==> src/design/kdi_pkg.sv <==
// Widths, vector types and encodings shared by the key derivation RTL and its testbench
package kdi_pkg;

  ////////////////////////////////////////////////////////////////////////////
  // Widths
  ////////////////////////////////////////////////////////////////////////////

  // One digest block, also one EDN word
  parameter int BlockWidth = 64;
  parameter int KeyWidth   = 128;
  // EDN words held in the nonce register
  parameter int NonceWords = 2;

  typedef logic [BlockWidth-1:0]            block_t;
  // Two seed blocks go into each digest, two digests per key
  typedef logic [4*BlockWidth-1:0]          seed_t;
  typedef logic [KeyWidth-1:0]              key_t;
  typedef logic [NonceWords*BlockWidth-1:0] nonce_t;

  ////////////////////////////////////////////////////////////////////////////
  // Datapath encodings
  ////////////////////////////////////////////////////////////////////////////

  // Index of the initial-value constant inside the digest datapath
  typedef logic [1:0] digest_sel_t;

  parameter digest_sel_t FlashDataSel = 2'd0;
  parameter digest_sel_t FlashAddrSel = 2'd1;
  parameter digest_sel_t SramDataSel  = 2'd2;

  typedef enum logic [1:0] {
    LoadBlock,
    DigestInit,
    Digest,
    DigestFinalize
  } scrmbl_cmd_e;

  // Bit 0 ingests entropy, bit 1 holds the last nonce word index
  typedef logic [1:0] kdi_cfg_t;

  // Output values seen before the first derivation completes
  parameter key_t   KeyInitDefault   = 128'h5a3c_91e7_0b4d_62f8_c713_2ea9_84d6_1f05;
  parameter nonce_t NonceInitDefault = 128'h0e6b_d241_7fa3_58c9_3b90_e6d4_a215_7c8f;

endpackage
==> src/design/kdi_key_regs.sv <==
// Key, nonce and seed-valid output registers with the digest input block mux
`timescale 1ns/100ps

module kdi_key_regs #(
  parameter kdi_pkg::key_t   KeyInit   = kdi_pkg::KeyInitDefault,
  parameter kdi_pkg::nonce_t NonceInit = kdi_pkg::NonceInitDefault
) (
  input  logic             clk_i,
  input  logic             rst_ni,
  // Granted seed and its valid flag
  input  kdi_pkg::seed_t   seed_i,
  input  logic             seed_valid_i,
  // Controls from the sequencer
  input  logic [1:0]       seed_idx_i,
  input  logic             entropy_idx_i,
  input  logic             entropy_sel_i,
  input  logic             key_we_i,
  input  logic             nonce_we_i,
  input  logic             seed_valid_we_i,
  // Digest result and EDN word
  input  kdi_pkg::block_t  scrmbl_data_i,
  input  kdi_pkg::block_t  edn_data_i,
  output kdi_pkg::block_t  scrmbl_data_o,
  // Shared by all requesters
  output kdi_pkg::key_t    key_o,
  output kdi_pkg::nonce_t  nonce_o,
  output logic             seed_valid_o
);

  import kdi_pkg::*;

  key_t   key_q;
  nonce_t nonce_q;
  logic   seed_valid_q;

  always_ff @(posedge clk_i or negedge rst_ni) begin : p_out_regs
    if (!rst_ni) begin
      key_q        <= KeyInit;
      nonce_q      <= NonceInit;
      seed_valid_q <= 1'b0;
    end else begin
      // First digest fills the low half, second digest the high half
      if (key_we_i) begin
        key_q[BlockWidth*seed_idx_i[1] +: BlockWidth] <= scrmbl_data_i;
      end
      if (nonce_we_i) begin
        nonce_q[BlockWidth*entropy_idx_i +: BlockWidth] <= edn_data_i;
      end
      if (seed_valid_we_i) begin
        seed_valid_q <= seed_valid_i;
      end
    end
  end

  // Entropy words are read back out of the nonce register
  always_comb begin : p_block_sel
    if (entropy_sel_i) begin
      scrmbl_data_o = nonce_q[BlockWidth*entropy_idx_i +: BlockWidth];
    end else if (seed_valid_i) begin
      scrmbl_data_o = seed_i[BlockWidth*seed_idx_i +: BlockWidth];
    end else begin
      // Invalid seed derives from all zeros
      scrmbl_data_o = '0;
    end
  end

  assign key_o        = key_q;
  assign nonce_o      = nonce_q;
  assign seed_valid_o = seed_valid_q;

  // Sequencer never writes key and nonce in the same cycle
  a_we_excl: assert property (@(posedge clk_i) disable iff (!rst_ni)
    !(key_we_i && nonce_we_i));

endmodule

==> config.mk <==
export PLATFORM = sky130hd
export DESIGN_NAME = kdi_key_regs
export DESIGN_NICKNAME = d
export VERILOG_FILES = /design/src/design/kdi_pkg.sv /design/src/design/kdi_key_regs.sv
export SDC_FILE = /design/constraint.sdc
export NUM_CORES = 1
export LEC_CHECK = 0
export BUFFER_PORTS_ARGS = -buffer_cell sky130_fd_sc_hd__buf_2
export CAP_MARGIN = 20
export CORE_AREA = 3 3 277 279
export CTS_BUF_LIST = sky130_fd_sc_hd__clkbuf_8
export CTS_CLUSTER_DIAMETER = 60
export DETAILED_ROUTE_END_ITERATION = 10
export DIE_AREA = 0 0 280 282
export PLACE_DENSITY_LB_ADDON = 0.08
export SETUP_SLACK_MARGIN = 0.4
export SYNTH_ARGS = -nofsm -noshare
export SYNTH_HDL_FRONTEND = slang
export SYNTH_SLANG_ARGS = --single-unit
==> constraint.sdc <==
create_clock -name clk_i -period 1.2 [get_ports clk_i]
set_input_delay 0.12 -clock clk_i [delete_from_list [all_inputs] [get_ports clk_i]]
set_output_delay 0.12 -clock clk_i [all_outputs]
set_load 0.02 [all_outputs]
==> impl_metrics.yaml <==
status:
  status: "finished with violations"
  violations: "negative setup slack"
sta:
  setup_viol: 322
  slew-limit-headroom_pct: 56.6
  setup_slack_ps: -686
  hold_violations: 0
  finClkSkew_ps: 0
  fin_setup_tns_ps: -86200
  hold_ws_ps: 85.1
  slew_violations: 0
  layout_min_cycle_time_ps: 1890
  rsz0062_at_grt: "yes"
  worst_pin_slew_ps: 651
  timing.fmax_mhz: 530
  fin_crit_sh_pct: 157
routing:
  wl_met2_um: 33900
  wl_per_cell_um: 20.8
  routed_wl_um: 64500
  drt_iter0_drc: 334
  top_layer_used: "met5"
  num_vias: 12300
  wl_met3_um: 4040
  dr.pass1.iters: 4
  postRouteAntennaNets: 0
  drc_errors: 0
  vias_per_cell: 3.98
  wl_met1_um: 25500
placement:
  gp_congestion: 0.817
  place_area_um2: 20500
  portBuffers: 714
  hpwl_um: 50300
grt:
  grt-ovfl-total: 0
  grt_start_max_net_pins: 53
  grt_pass1_vias: 13800
  grt_usage_pct: 15.6
  grt_first_pass_wirelength_um: 92700
  antenna_found_initial: 5
synthesis:
  synth_top_family_by_area: "multiplexers"
  synthFlopType: "dfrtp_1"
  synthArstFlopShare_pct: 100
  synthAdderAreaFrac_pct: 0
  synth_compound_area_share_pct: 6.14
  yosysWarnings: 0
  syn_area_um2: 13000
  synth.area.mux_share_pct: 39.6
  ys_top_cells_by_area: "dfstp_2 25%, dfrtp_1 25%, mux2_2 23%"
  synth_edf_count: 0
  synth_common_cells: "268 x mux2_2, 131 x dfrtp_1, 126 x dfstp_2, 67 x mux2_1"
  synth_area_leader_cell: "dfstp_2"
  synth-simple-area-share_pct: 0.326
  syn_inst: 907
  synth_top_area_share_pct: 25.4
  yosysSeqAreaShare_pct: 50.5
  synth_most_common_cell: "mux2_2"
  syn_avg_cell_area_um2: 14.4
  synth_xor_area_share_pct: 0
  synth_cell_types: 19
  syn_nets: 1301
  ys_ff_latch: 257
critical_path:
  critPathLaunch: "nonce_o[74]"
  path_max_fanout: 2
  crit_chain: "mux2_4, a22oi_2, buf_4, o21ai_2, buf_6"
  rrSetupSlack_ps: 0
  worstPathArrival_ps: 1770
  critPathBufInv: 2
  cp-endpoint: "scrmbl_data_o[10]"
  cpPeakStageDelay_ps: 380
  path_depth: 5
  end_kind: "output pin"
  crit_type: "reg2out"
  reg2regPathDepth: 5
  slowest_stage: "dfrtp_1"
  crit_required_ps: 1080
  cp_top_family: "flip-flops"
  r2r_end: "nonce_o[95]"
  startpoint_type: "flop"
  reg2reg_from: "nonce_o[95]"
clock_tree:
  cts_tree: "done"
  cts-buffers-inserted: 56
  clock-root-buffer: "clkbuf_8"
  h-tree-depth: 2
  clockBufferDepth: 3
  cts.sinks: 257
  clkTransAtPathRegs_ps: 50
  clk_latency_ps: 630
pwr:
  leakage_uw: 0.0132
  power_density_nw_per_um2: 1350
  total_power_uw: 36300
  ir_drop_mv: 0.634
finish:
  fin_util_pct: 36.2
  fillers: 7478
  multi_input_area_um2: 7560
  seq_area_um2: 6680
  drive_above_1_share_pct: 86.1
  design_area_um2: 27000
  area_delta_synth_final_pct: 107
  fin_nets: 2468
floorplan:
  chipHeight_um: 282
  core-area_um2: 74400
  rows: 100
  die_w_um: 280
  io_pins: 715
  dieArea_um2: 79000
  start_util_pct: 17.5
hold_path:
  hp-class: "in2async"
job:
  drv_cap: 0
==> layout make-up <==
cell class              count  area share, %
diodes                      2         0.0186
clock buffers              68           3.47
clock inverters            38          0.914
multi-input cells         583           28.0
flip-flops and latches    257           24.7
well taps                 969           4.49
repair buffers           1176           38.3
==> stage by stage <==
step / setup WS [ps] / std cells
final: -686 / 3093
after global routing: -794 / 3092
after CTS: -789 / 3022
after detailed placement: -468 / 2710
after global placement: -429 / 2710
after floorplan: 45.7 / 907
==> routing by layer <==
layer | global-route usage, % | up-vias
met1 | 18.0 | 6072
met4 | 3.32 | 2
li1 | - | 5725
met2 | 28.8 | 456
met5 | 0 | -
met3 | 4.08 | 70
==> power breakdown <==
part	internal [uW]	switching, uW
logic	8610	6120
clock network	5770	4240
registers	10500	1050
==> registers in the layout, indices dropped and copies added (netlist names) <==
| signal | flops |
|---|---|
| key_o | 128 |
| seed_valid_o | 1 |
| nonce_o | 128 |
==> worst reg2reg max path, stage by stage (launching register included) <==
cell,delay [ps]
dfrtp_2,420
buf_6,120
buf_6,110
buf_6,100
buf_6,100
mux2_4,240
==> cells in the final DEF, fill, tap and decap left out, drive strengths merged <==
master,n
a22oi,64
buf,1042
bufinv,3
clkbuf,70
clkinv,4
clkinvlp,2
dfrtp,131
dfstp,126
diode,2
dlygate4sd3,132
inv,29
mux2,385
mux2i,64
nand2,2
nand2b,2
nand3b,1
nor3b,1
o21ai,64
==> worst min path at each step <==
stage          cells past startpoint     start    endpoint
3_3_place_gp                       1    rst_ni   key_o[19]
4_1_cts                            3    rst_ni   key_o[53]
3_5_place_dp                       1    rst_ni   key_o[19]
2_1_floorplan                      0    rst_ni  key_o[100]
5_1_grt                            4  key_we_i   key_o[58]
6_report                           3    rst_ni   key_o[46]
==> timing repair <==
action,in CTS,in global routing
pin swaps,15,22
endpoints found under the hold margin,514,0
setup buffers,73,68
endpoints found under the setup margin,407,639
gates cloned,0,1
hold buffers,133,0
gates resized for setup,780,96
==> logic make-up after synthesis <==
family / Yosys count
flip-flops: 257
multiplexers: 449
buffers and inverters: 67
AND/OR/NAND/NOR: 6
AO/OA/AOI/OAI: 128
(Power assumes the default switching activity.)
