## src/design/kdi_pkg.sv

```systemverilog
// Widths, vector types and encodings shared by the key derivation RTL and its testbench
package kdi_pkg;

  ////////////////////////////////////////////////////////////////////////////
  // Widths
  ////////////////////////////////////////////////////////////////////////////

  // One digest block, also one EDN word
  parameter int BlockWidth = 64;
  parameter int KeyWidth   = 128;
  // EDN words held in the nonce register
  parameter int NonceWords = 2;

  typedef logic [BlockWidth-1:0]            block_t;
  // Two seed blocks go into each digest, two digests per key
  typedef logic [4*BlockWidth-1:0]          seed_t;
  typedef logic [KeyWidth-1:0]              key_t;
  typedef logic [NonceWords*BlockWidth-1:0] nonce_t;

  ////////////////////////////////////////////////////////////////////////////
  // Datapath encodings
  ////////////////////////////////////////////////////////////////////////////

  // Index of the initial-value constant inside the digest datapath
  typedef logic [1:0] digest_sel_t;

  parameter digest_sel_t FlashDataSel = 2'd0;
  parameter digest_sel_t FlashAddrSel = 2'd1;
  parameter digest_sel_t SramDataSel  = 2'd2;

  typedef enum logic [1:0] {
    LoadBlock,
    DigestInit,
    Digest,
    DigestFinalize
  } scrmbl_cmd_e;

  // Bit 0 ingests entropy, bit 1 holds the last nonce word index
  typedef logic [1:0] kdi_cfg_t;

  // Output values seen before the first derivation completes
  parameter key_t   KeyInitDefault   = 128'h5a3c_91e7_0b4d_62f8_c713_2ea9_84d6_1f05;
  parameter nonce_t NonceInitDefault = 128'h0e6b_d241_7fa3_58c9_3b90_e6d4_a215_7c8f;

endpackage
```

## src/design/kdi_ctrl_fsm.sv

```systemverilog
// Key derivation sequencer driving the mutex, digest datapath commands and EDN requests
`timescale 1ns/100ps

module kdi_ctrl_fsm (
  input  logic                 clk_i,
  input  logic                 rst_ni,
  input  logic                 kdi_en_i,
  input  logic                 escalate_i,
  // Arbiter side
  input  logic                 req_valid_i,
  input  kdi_pkg::kdi_cfg_t    cfg_i,
  output logic                 idle_o,
  output logic                 done_o,
  output logic                 fsm_err_o,
  // Datapath mutex
  output logic                 scrmbl_mtx_req_o,
  input  logic                 scrmbl_mtx_gnt_i,
  // Digest datapath
  output kdi_pkg::scrmbl_cmd_e scrmbl_cmd_o,
  output logic                 scrmbl_valid_o,
  input  logic                 scrmbl_ready_i,
  input  logic                 scrmbl_valid_i,
  // EDN
  output logic                 edn_req_o,
  input  logic                 edn_ack_i,
  // Register and block select controls
  output logic [1:0]           seed_idx_o,
  output logic                 entropy_idx_o,
  output logic                 entropy_sel_o,
  output logic                 key_we_o,
  output logic                 nonce_we_o,
  output logic                 seed_valid_we_o
);

  import kdi_pkg::*;

  typedef enum logic [3:0] {
    Reset,
    Idle,
    DigClr,
    DigLoad,
    FetchEntropy,
    DigEntropy,
    DigFin,
    DigWait,
    FetchNonce,
    Finish,
    Error
  } state_e;

  state_e     state_d, state_q;
  // Seed block index, bit 1 also picks the key half
  logic [1:0] seed_cnt_d, seed_cnt_q;
  logic       entropy_cnt_d, entropy_cnt_q;
  logic       edn_req_d, edn_req_q;
  logic       edn_done;

  assign edn_done      = edn_req_q & edn_ack_i;
  assign edn_req_o     = edn_req_q;
  assign seed_idx_o    = seed_cnt_q;
  assign entropy_idx_o = entropy_cnt_q;
  assign idle_o        = (state_q == Idle);

  always_comb begin : p_fsm
    state_d       = state_q;
    seed_cnt_d    = seed_cnt_q;
    entropy_cnt_d = entropy_cnt_q;
    // A raised EDN request stays up until acked, whatever the state
    edn_req_d        = edn_req_q & ~edn_ack_i;
    done_o           = 1'b0;
    fsm_err_o        = 1'b0;
    scrmbl_mtx_req_o = 1'b0;
    scrmbl_cmd_o     = LoadBlock;
    scrmbl_valid_o   = 1'b0;
    entropy_sel_o    = 1'b0;
    key_we_o         = 1'b0;
    nonce_we_o       = 1'b0;
    seed_valid_we_o  = 1'b0;

    unique case (state_q)
      // Hold here until the OTP partitions are up
      Reset: begin
        if (kdi_en_i) begin
          state_d = Idle;
        end
      end
      Idle: begin
        if (req_valid_i) begin
          state_d       = DigClr;
          seed_cnt_d    = '0;
          entropy_cnt_d = 1'b0;
        end
      end
      // Grab the mutex, then reset the digest to its initial value
      DigClr: begin
        scrmbl_mtx_req_o = 1'b1;
        scrmbl_valid_o   = scrmbl_mtx_gnt_i;
        scrmbl_cmd_o     = DigestInit;
        if (scrmbl_mtx_gnt_i && scrmbl_ready_i) begin
          state_d = DigLoad;
        end
      end
      // Even block is loaded, odd block triggers the digest round
      DigLoad: begin
        scrmbl_mtx_req_o = 1'b1;
        scrmbl_valid_o   = 1'b1;
        if (seed_cnt_q[0]) begin
          scrmbl_cmd_o = Digest;
          if (scrmbl_ready_i) begin
            state_d = cfg_i[0] ? FetchEntropy : DigFin;
          end
        end else if (scrmbl_ready_i) begin
          seed_cnt_d = seed_cnt_q + 1'b1;
        end
      end
      // Two EDN words, parked in the nonce register
      FetchEntropy: begin
        scrmbl_mtx_req_o = 1'b1;
        edn_req_d        = ~edn_done;
        if (edn_done) begin
          nonce_we_o    = 1'b1;
          entropy_cnt_d = ~entropy_cnt_q;
          if (entropy_cnt_q) begin
            state_d = DigEntropy;
          end
        end
      end
      DigEntropy: begin
        scrmbl_mtx_req_o = 1'b1;
        scrmbl_valid_o   = 1'b1;
        entropy_sel_o    = 1'b1;
        scrmbl_cmd_o     = entropy_cnt_q ? Digest : LoadBlock;
        if (scrmbl_ready_i) begin
          entropy_cnt_d = ~entropy_cnt_q;
          if (entropy_cnt_q) begin
            state_d = DigFin;
          end
        end
      end
      DigFin: begin
        scrmbl_mtx_req_o = 1'b1;
        scrmbl_valid_o   = 1'b1;
        scrmbl_cmd_o     = DigestFinalize;
        if (scrmbl_ready_i) begin
          state_d = DigWait;
        end
      end
      // Result lands in key half seed_cnt_q[1]
      DigWait: begin
        scrmbl_mtx_req_o = 1'b1;
        if (scrmbl_valid_i) begin
          key_we_o = 1'b1;
          if (!seed_cnt_q[1]) begin
            seed_cnt_d = seed_cnt_q + 1'b1;
            state_d    = DigClr;
          end else begin
            seed_cnt_d      = '0;
            seed_valid_we_o = 1'b1;
            state_d         = FetchNonce;
          end
        end
      end
      // Mutex already released here
      FetchNonce: begin
        edn_req_d = ~edn_done;
        if (edn_done) begin
          nonce_we_o = 1'b1;
          if (entropy_cnt_q == cfg_i[1]) begin
            entropy_cnt_d = 1'b0;
            state_d       = Finish;
          end else begin
            entropy_cnt_d = 1'b1;
          end
        end
      end
      Finish: begin
        done_o  = 1'b1;
        state_d = Idle;
      end
      // Terminal, only a reset leaves it
      Error: begin
        fsm_err_o = 1'b1;
      end
      default: begin
        state_d   = Error;
        fsm_err_o = 1'b1;
      end
    endcase

    if (escalate_i) begin
      state_d   = Error;
      fsm_err_o = 1'b1;
    end
  end

  always_ff @(posedge clk_i or negedge rst_ni) begin : p_regs
    if (!rst_ni) begin
      state_q       <= Reset;
      seed_cnt_q    <= '0;
      entropy_cnt_q <= 1'b0;
      edn_req_q     <= 1'b0;
    end else begin
      state_q       <= state_d;
      seed_cnt_q    <= seed_cnt_d;
      entropy_cnt_q <= entropy_cnt_d;
      edn_req_q     <= edn_req_d;
    end
  end

  // EDN req/ack protocol holds even across escalation
  a_edn_req_hold: assert property (@(posedge clk_i) disable iff (!rst_ni)
    edn_req_o && !edn_ack_i |=> edn_req_o);

  // No datapath command unless the mutex is requested and granted
  a_valid_mtx: assert property (@(posedge clk_i) disable iff (!rst_ni)
    scrmbl_valid_o |-> scrmbl_mtx_req_o && scrmbl_mtx_gnt_i);

endmodule

```

## config.mk

```make
export PLATFORM = sky130hd
export DESIGN_NAME = kdi_ctrl_fsm
export DESIGN_NICKNAME = d
export VERILOG_FILES = /design/src/design/kdi_pkg.sv /design/src/design/kdi_ctrl_fsm.sv
export SDC_FILE = /design/constraint.sdc
export NUM_CORES = 1
export LEC_CHECK = 0
export BUFFER_PORTS_ARGS = -buffer_cell sky130_fd_sc_hd__buf_2
export CELL_PAD_IN_SITES_DETAIL_PLACEMENT = 0
export CELL_PAD_IN_SITES_GLOBAL_PLACEMENT = 1
export CORE_MARGIN = 3
export CORE_UTILIZATION = 31
export CTS_CLUSTER_SIZE = 24
export DETAILED_ROUTE_END_ITERATION = 7
export PLACE_DENSITY = 0.81
export SYNTH_ARGS = -nofsm -noshare
export SYNTH_HDL_FRONTEND = slang
export SYNTH_SLANG_ARGS = --single-unit
```

## constraint.sdc

```tcl
create_clock -name clk_i -period 1.68 [get_ports clk_i]
set_input_delay 0.168 -clock clk_i [delete_from_list [all_inputs] [get_ports clk_i]]
set_output_delay 0.168 -clock clk_i [all_outputs]
set_load 0.02 [all_outputs]
```

==> flow_summary.yaml <==
job:
  drv_cap: 0
outcome:
  status: "finished with violations"
  violations: "setup timing"
synthesis:
  synth_top_cells_by_area: "dfrtp_1 25%, nor2_1 6.5%, mux2i_1 6.2%"
  ys_seq_area_share_pct: 24.8
  ys_types: 35
  ys_ff_latch: 8
  syn_avg_cell_area_um2: 7.42
  synth_top_area_share_pct: 24.8
  ys_warn_count: 0
  syn_area_um2: 808
  synthCells: 109
  yosys.area.top_type: "dfrtp_1"
  synthesis.nets: 122
grt:
  busiest_layer: "met2"
  antenna_found_initial: 0
  grtUsageMet1_pct: 19.2
  grt_pass1_vias: 882
  grt_max_degree: 15
  overflow: 0
  grt_pass1_wl_mm: 4.00
  met2_usage_pct: 26.3
  grt_usage_pct: 15.4
  met3_usage_pct: 2.04
timing:
  finalSetupTns_ns: -0.0417
  period_minus_slack_ns: 1.72
  finClkSkew_ns: 0.00654
  worst_slack_ns: -0.0417
  finalSetupViolCount: 1
  worstMarginPinSlew_ns: 0.315
  drv_slew: 0
  fmax_mhz: 581
  finalHoldViolCount: 0
  slew_headroom_pct: 79.0
  hold-worst-slack_ns: 0.109
  rsz0062_at_grt: "true"
  period_share_pct: 102
cells_and_area:
  layout-drive-gt1-share_pct: 40.5
  final-instance-count-excl-fill: 176
  layout.nets: 163
  stdcell_area_um2: 1130
  n_antenna_cell: 0
  synthToLayoutAreaGrowth_pct: 39.9
placed_design:
  gp_congestion: 0.784
  dp_hpwl_mm: 1.80
  placed_area_um2: 1030
  port_buffers: 25
  dp_cells: 169
clock_network:
  h-tree-depth: 1
  clock_path_buffers: 2
  cts_root_buffer: "clkbuf_4"
  cts_buffers: 3
  clkSinkCount: 8
  cts_tree: "built"
  insertion_delay_ns: 0.25
  clkTransAtPathRegs_ns: 0.06
power:
  peakVddDrop_uv: 251
  pwr_density_cell_nw_per_um2: 573
  leakagePower_nw: 0.537
  seqPwrFrac_pct: 36.2
  p_sw_uw: 241
  swShare_pct: 37.1
  power_frac_comb_pct: 41.5
  p_clk_share_pct: 22.4
  totalPowerFinal_uw: 649
  p_int_uw: 408
routing:
  vias: 899
  post_drt_wl_per_cell_um: 13.3
  drc: 0
  routed_wl_mm: 2.34
  drtIter0Drc: 21
  viasPerCell: 5.11
  drt_first_pass_iters: 4
  ant_nets: 0
die:
  rows: 17
  start_util_pct: 34.5
  die_w_um: 57.1
  die_y_um: 57.1
  core_um2: 2340
  num_io_pins: 26
  die_area_um2: 3260
worst_setup_path:
  crit_arrival_ns: 1.86
  critical_path.max_fanout: 7
  critPathRequiredTime_ns: 1.82
  criticalPathCategory: "reg2reg"
  cp-end-kind: "flip-flop"
  start_kind: "flip-flop"
min_path:
  worstHoldPathType: "in2reg"
==> synthesized netlist by cell type <==
library cell / number
a32oi_1: 1
nand3b_1: 1
nand4_2: 1
o21ai_0: 6
nor3_1: 4
and2_1: 2
o21ai_1: 1
clkbuf_1: 1
nand3_1: 4
mux2_2: 2
or4_1: 1
buf_6: 1
nand2b_1: 4
a31oi_1: 2
mux2i_1: 5
nor3b_1: 4
a21oi_1: 8
a21o_1: 1
nor2_1: 14
and3_1: 3
inv_1: 4
buf_1: 1
dfrtp_1: 8
buf_4: 1
a22oi_2: 1
or2_2: 1
o21bai_1: 1
and3b_1: 1
and4b_4: 1
nand2_1: 13
buf_2: 4
ha_1: 2
a22oi_1: 1
o31ai_1: 1
xor2_1: 3
==> layout by cell type (no fill, tap or decap), types with 2 or more instances in the layout <==
| master | instances |
|---|---|
| clkbuf_4 | 3 |
| nor3_1 | 4 |
| mux2_2 | 2 |
| and2_1 | 2 |
| buf_4 | 18 |
| ha_1 | 2 |
| xor2_1 | 3 |
| a31oi_1 | 2 |
| a21oi_1 | 8 |
| dfrtp_1 | 6 |
| inv_1 | 3 |
| nand3_1 | 4 |
| dfrtp_2 | 2 |
| and3_1 | 3 |
| nor3b_2 | 2 |
| buf_2 | 24 |
| nor3b_1 | 2 |
| nand2b_1 | 4 |
| o21ai_0 | 5 |
| mux2i_1 | 5 |
| nand2_1 | 12 |
| nor2_1 | 13 |
==> cells by family after synthesis <==
group,after synthesis,synth area share [%]
AO/OA/AOI/OAI,23,17.2
XOR/XNOR,3,3.25
adder cells (fa/ha/maj),2,3.10
buffers and inverters,12,7.58
flip-flops,8,24.8
multiplexers,7,8.98
AND/OR/NAND/NOR,54,35.1
==> through the flow <==
| stage | setup WS [ns] | utilization (%) |
|---|---|---|
| after floorplan | 0.0249 | - |
| after global placement | 0.0388 | 44.2 |
| after detailed placement | 0.00983 | 44.2 |
| after CTS | -0.0100 | 47.2 |
| after global routing | -0.140 | 48.3 |
| final | -0.0417 | 48.3 |
==> path summary, 6_finish.rpt <==
check,from,end,slack (ns),cells after the start
max,state_q[1],state_q[3],-0.04,6
min,edn_ack_i,edn_req_o,0.11,2
max reg2reg,state_q[1],state_q[3],-0.04,6
min reg2reg,edn_req_o,edn_req_o,0.50,1
max in group asynchronous,rst_ni,state_q[0],1.23,2
min in group asynchronous,rst_ni,edn_req_o,0.28,2
==> cell type report <==
class | count | area [µm²]
Clock buffer | 3 | 22.5
Fill cell | 231 | 1210
Inverter | 4 | 15.0
Multi-Input combinational cell | 89 | 571
Sequential cell | 8 | 203
Tap cell | 28 | 35.0
Timing Repair Buffer | 44 | 285
==> power groups by stage <==
stage | registers (mW) | logic [mW] | clock network [mW]
floorplan | 0.246 | 0.139 | 0
global placement | 0.237 | 0.246 | 0
detailed placement | 0.237 | 0.254 | 0
CTS | 0.234 | 0.263 | 0.149
global route | 0.238 | 0.295 | 0.160
finish | 0.235 | 0.269 | 0.145
==> worst max-delay path, stage by stage, from the launching register on <==
cell and delay, ns:
dfrtp_2 0.44, buf_12 0.14, buf_4 0.13, a32oi_1 0.21
nand4_2 0.13, or4_1 0.40, and3_1 0.15
==> metal layers <==
| metal | wire (µm) | share of wire (%) | vias up |
|---|---|---|---|
| met4 | 44 | 1.9 | 0 |
| li1 | - | - | 461 |
| met2 | 1110 | 47 | 28 |
| met1 | 1070 | 46 | 405 |
| met5 | 0 | 0 | - |
| met3 | 116 | 5.0 | 5 |
==> sequential cells by signal (all words and copies together) (netlist names) <==
| register | cells |
|---|---|
| edn_req_o | 1 |
| seed_idx_o | 2 |
| entropy_idx_o | 1 |
| state_q | 4 |
==> timing repair <==
action / CTS / global route
hold buffers: 1 / 0
endpoints found under the hold margin: 8 / 0
resized for setup: 6 / 5
setup endpoints to repair: 5 / 11
pin swaps: 2 / 0
buffers inserted: 2 / 1
(Power assumes the default switching activity.)
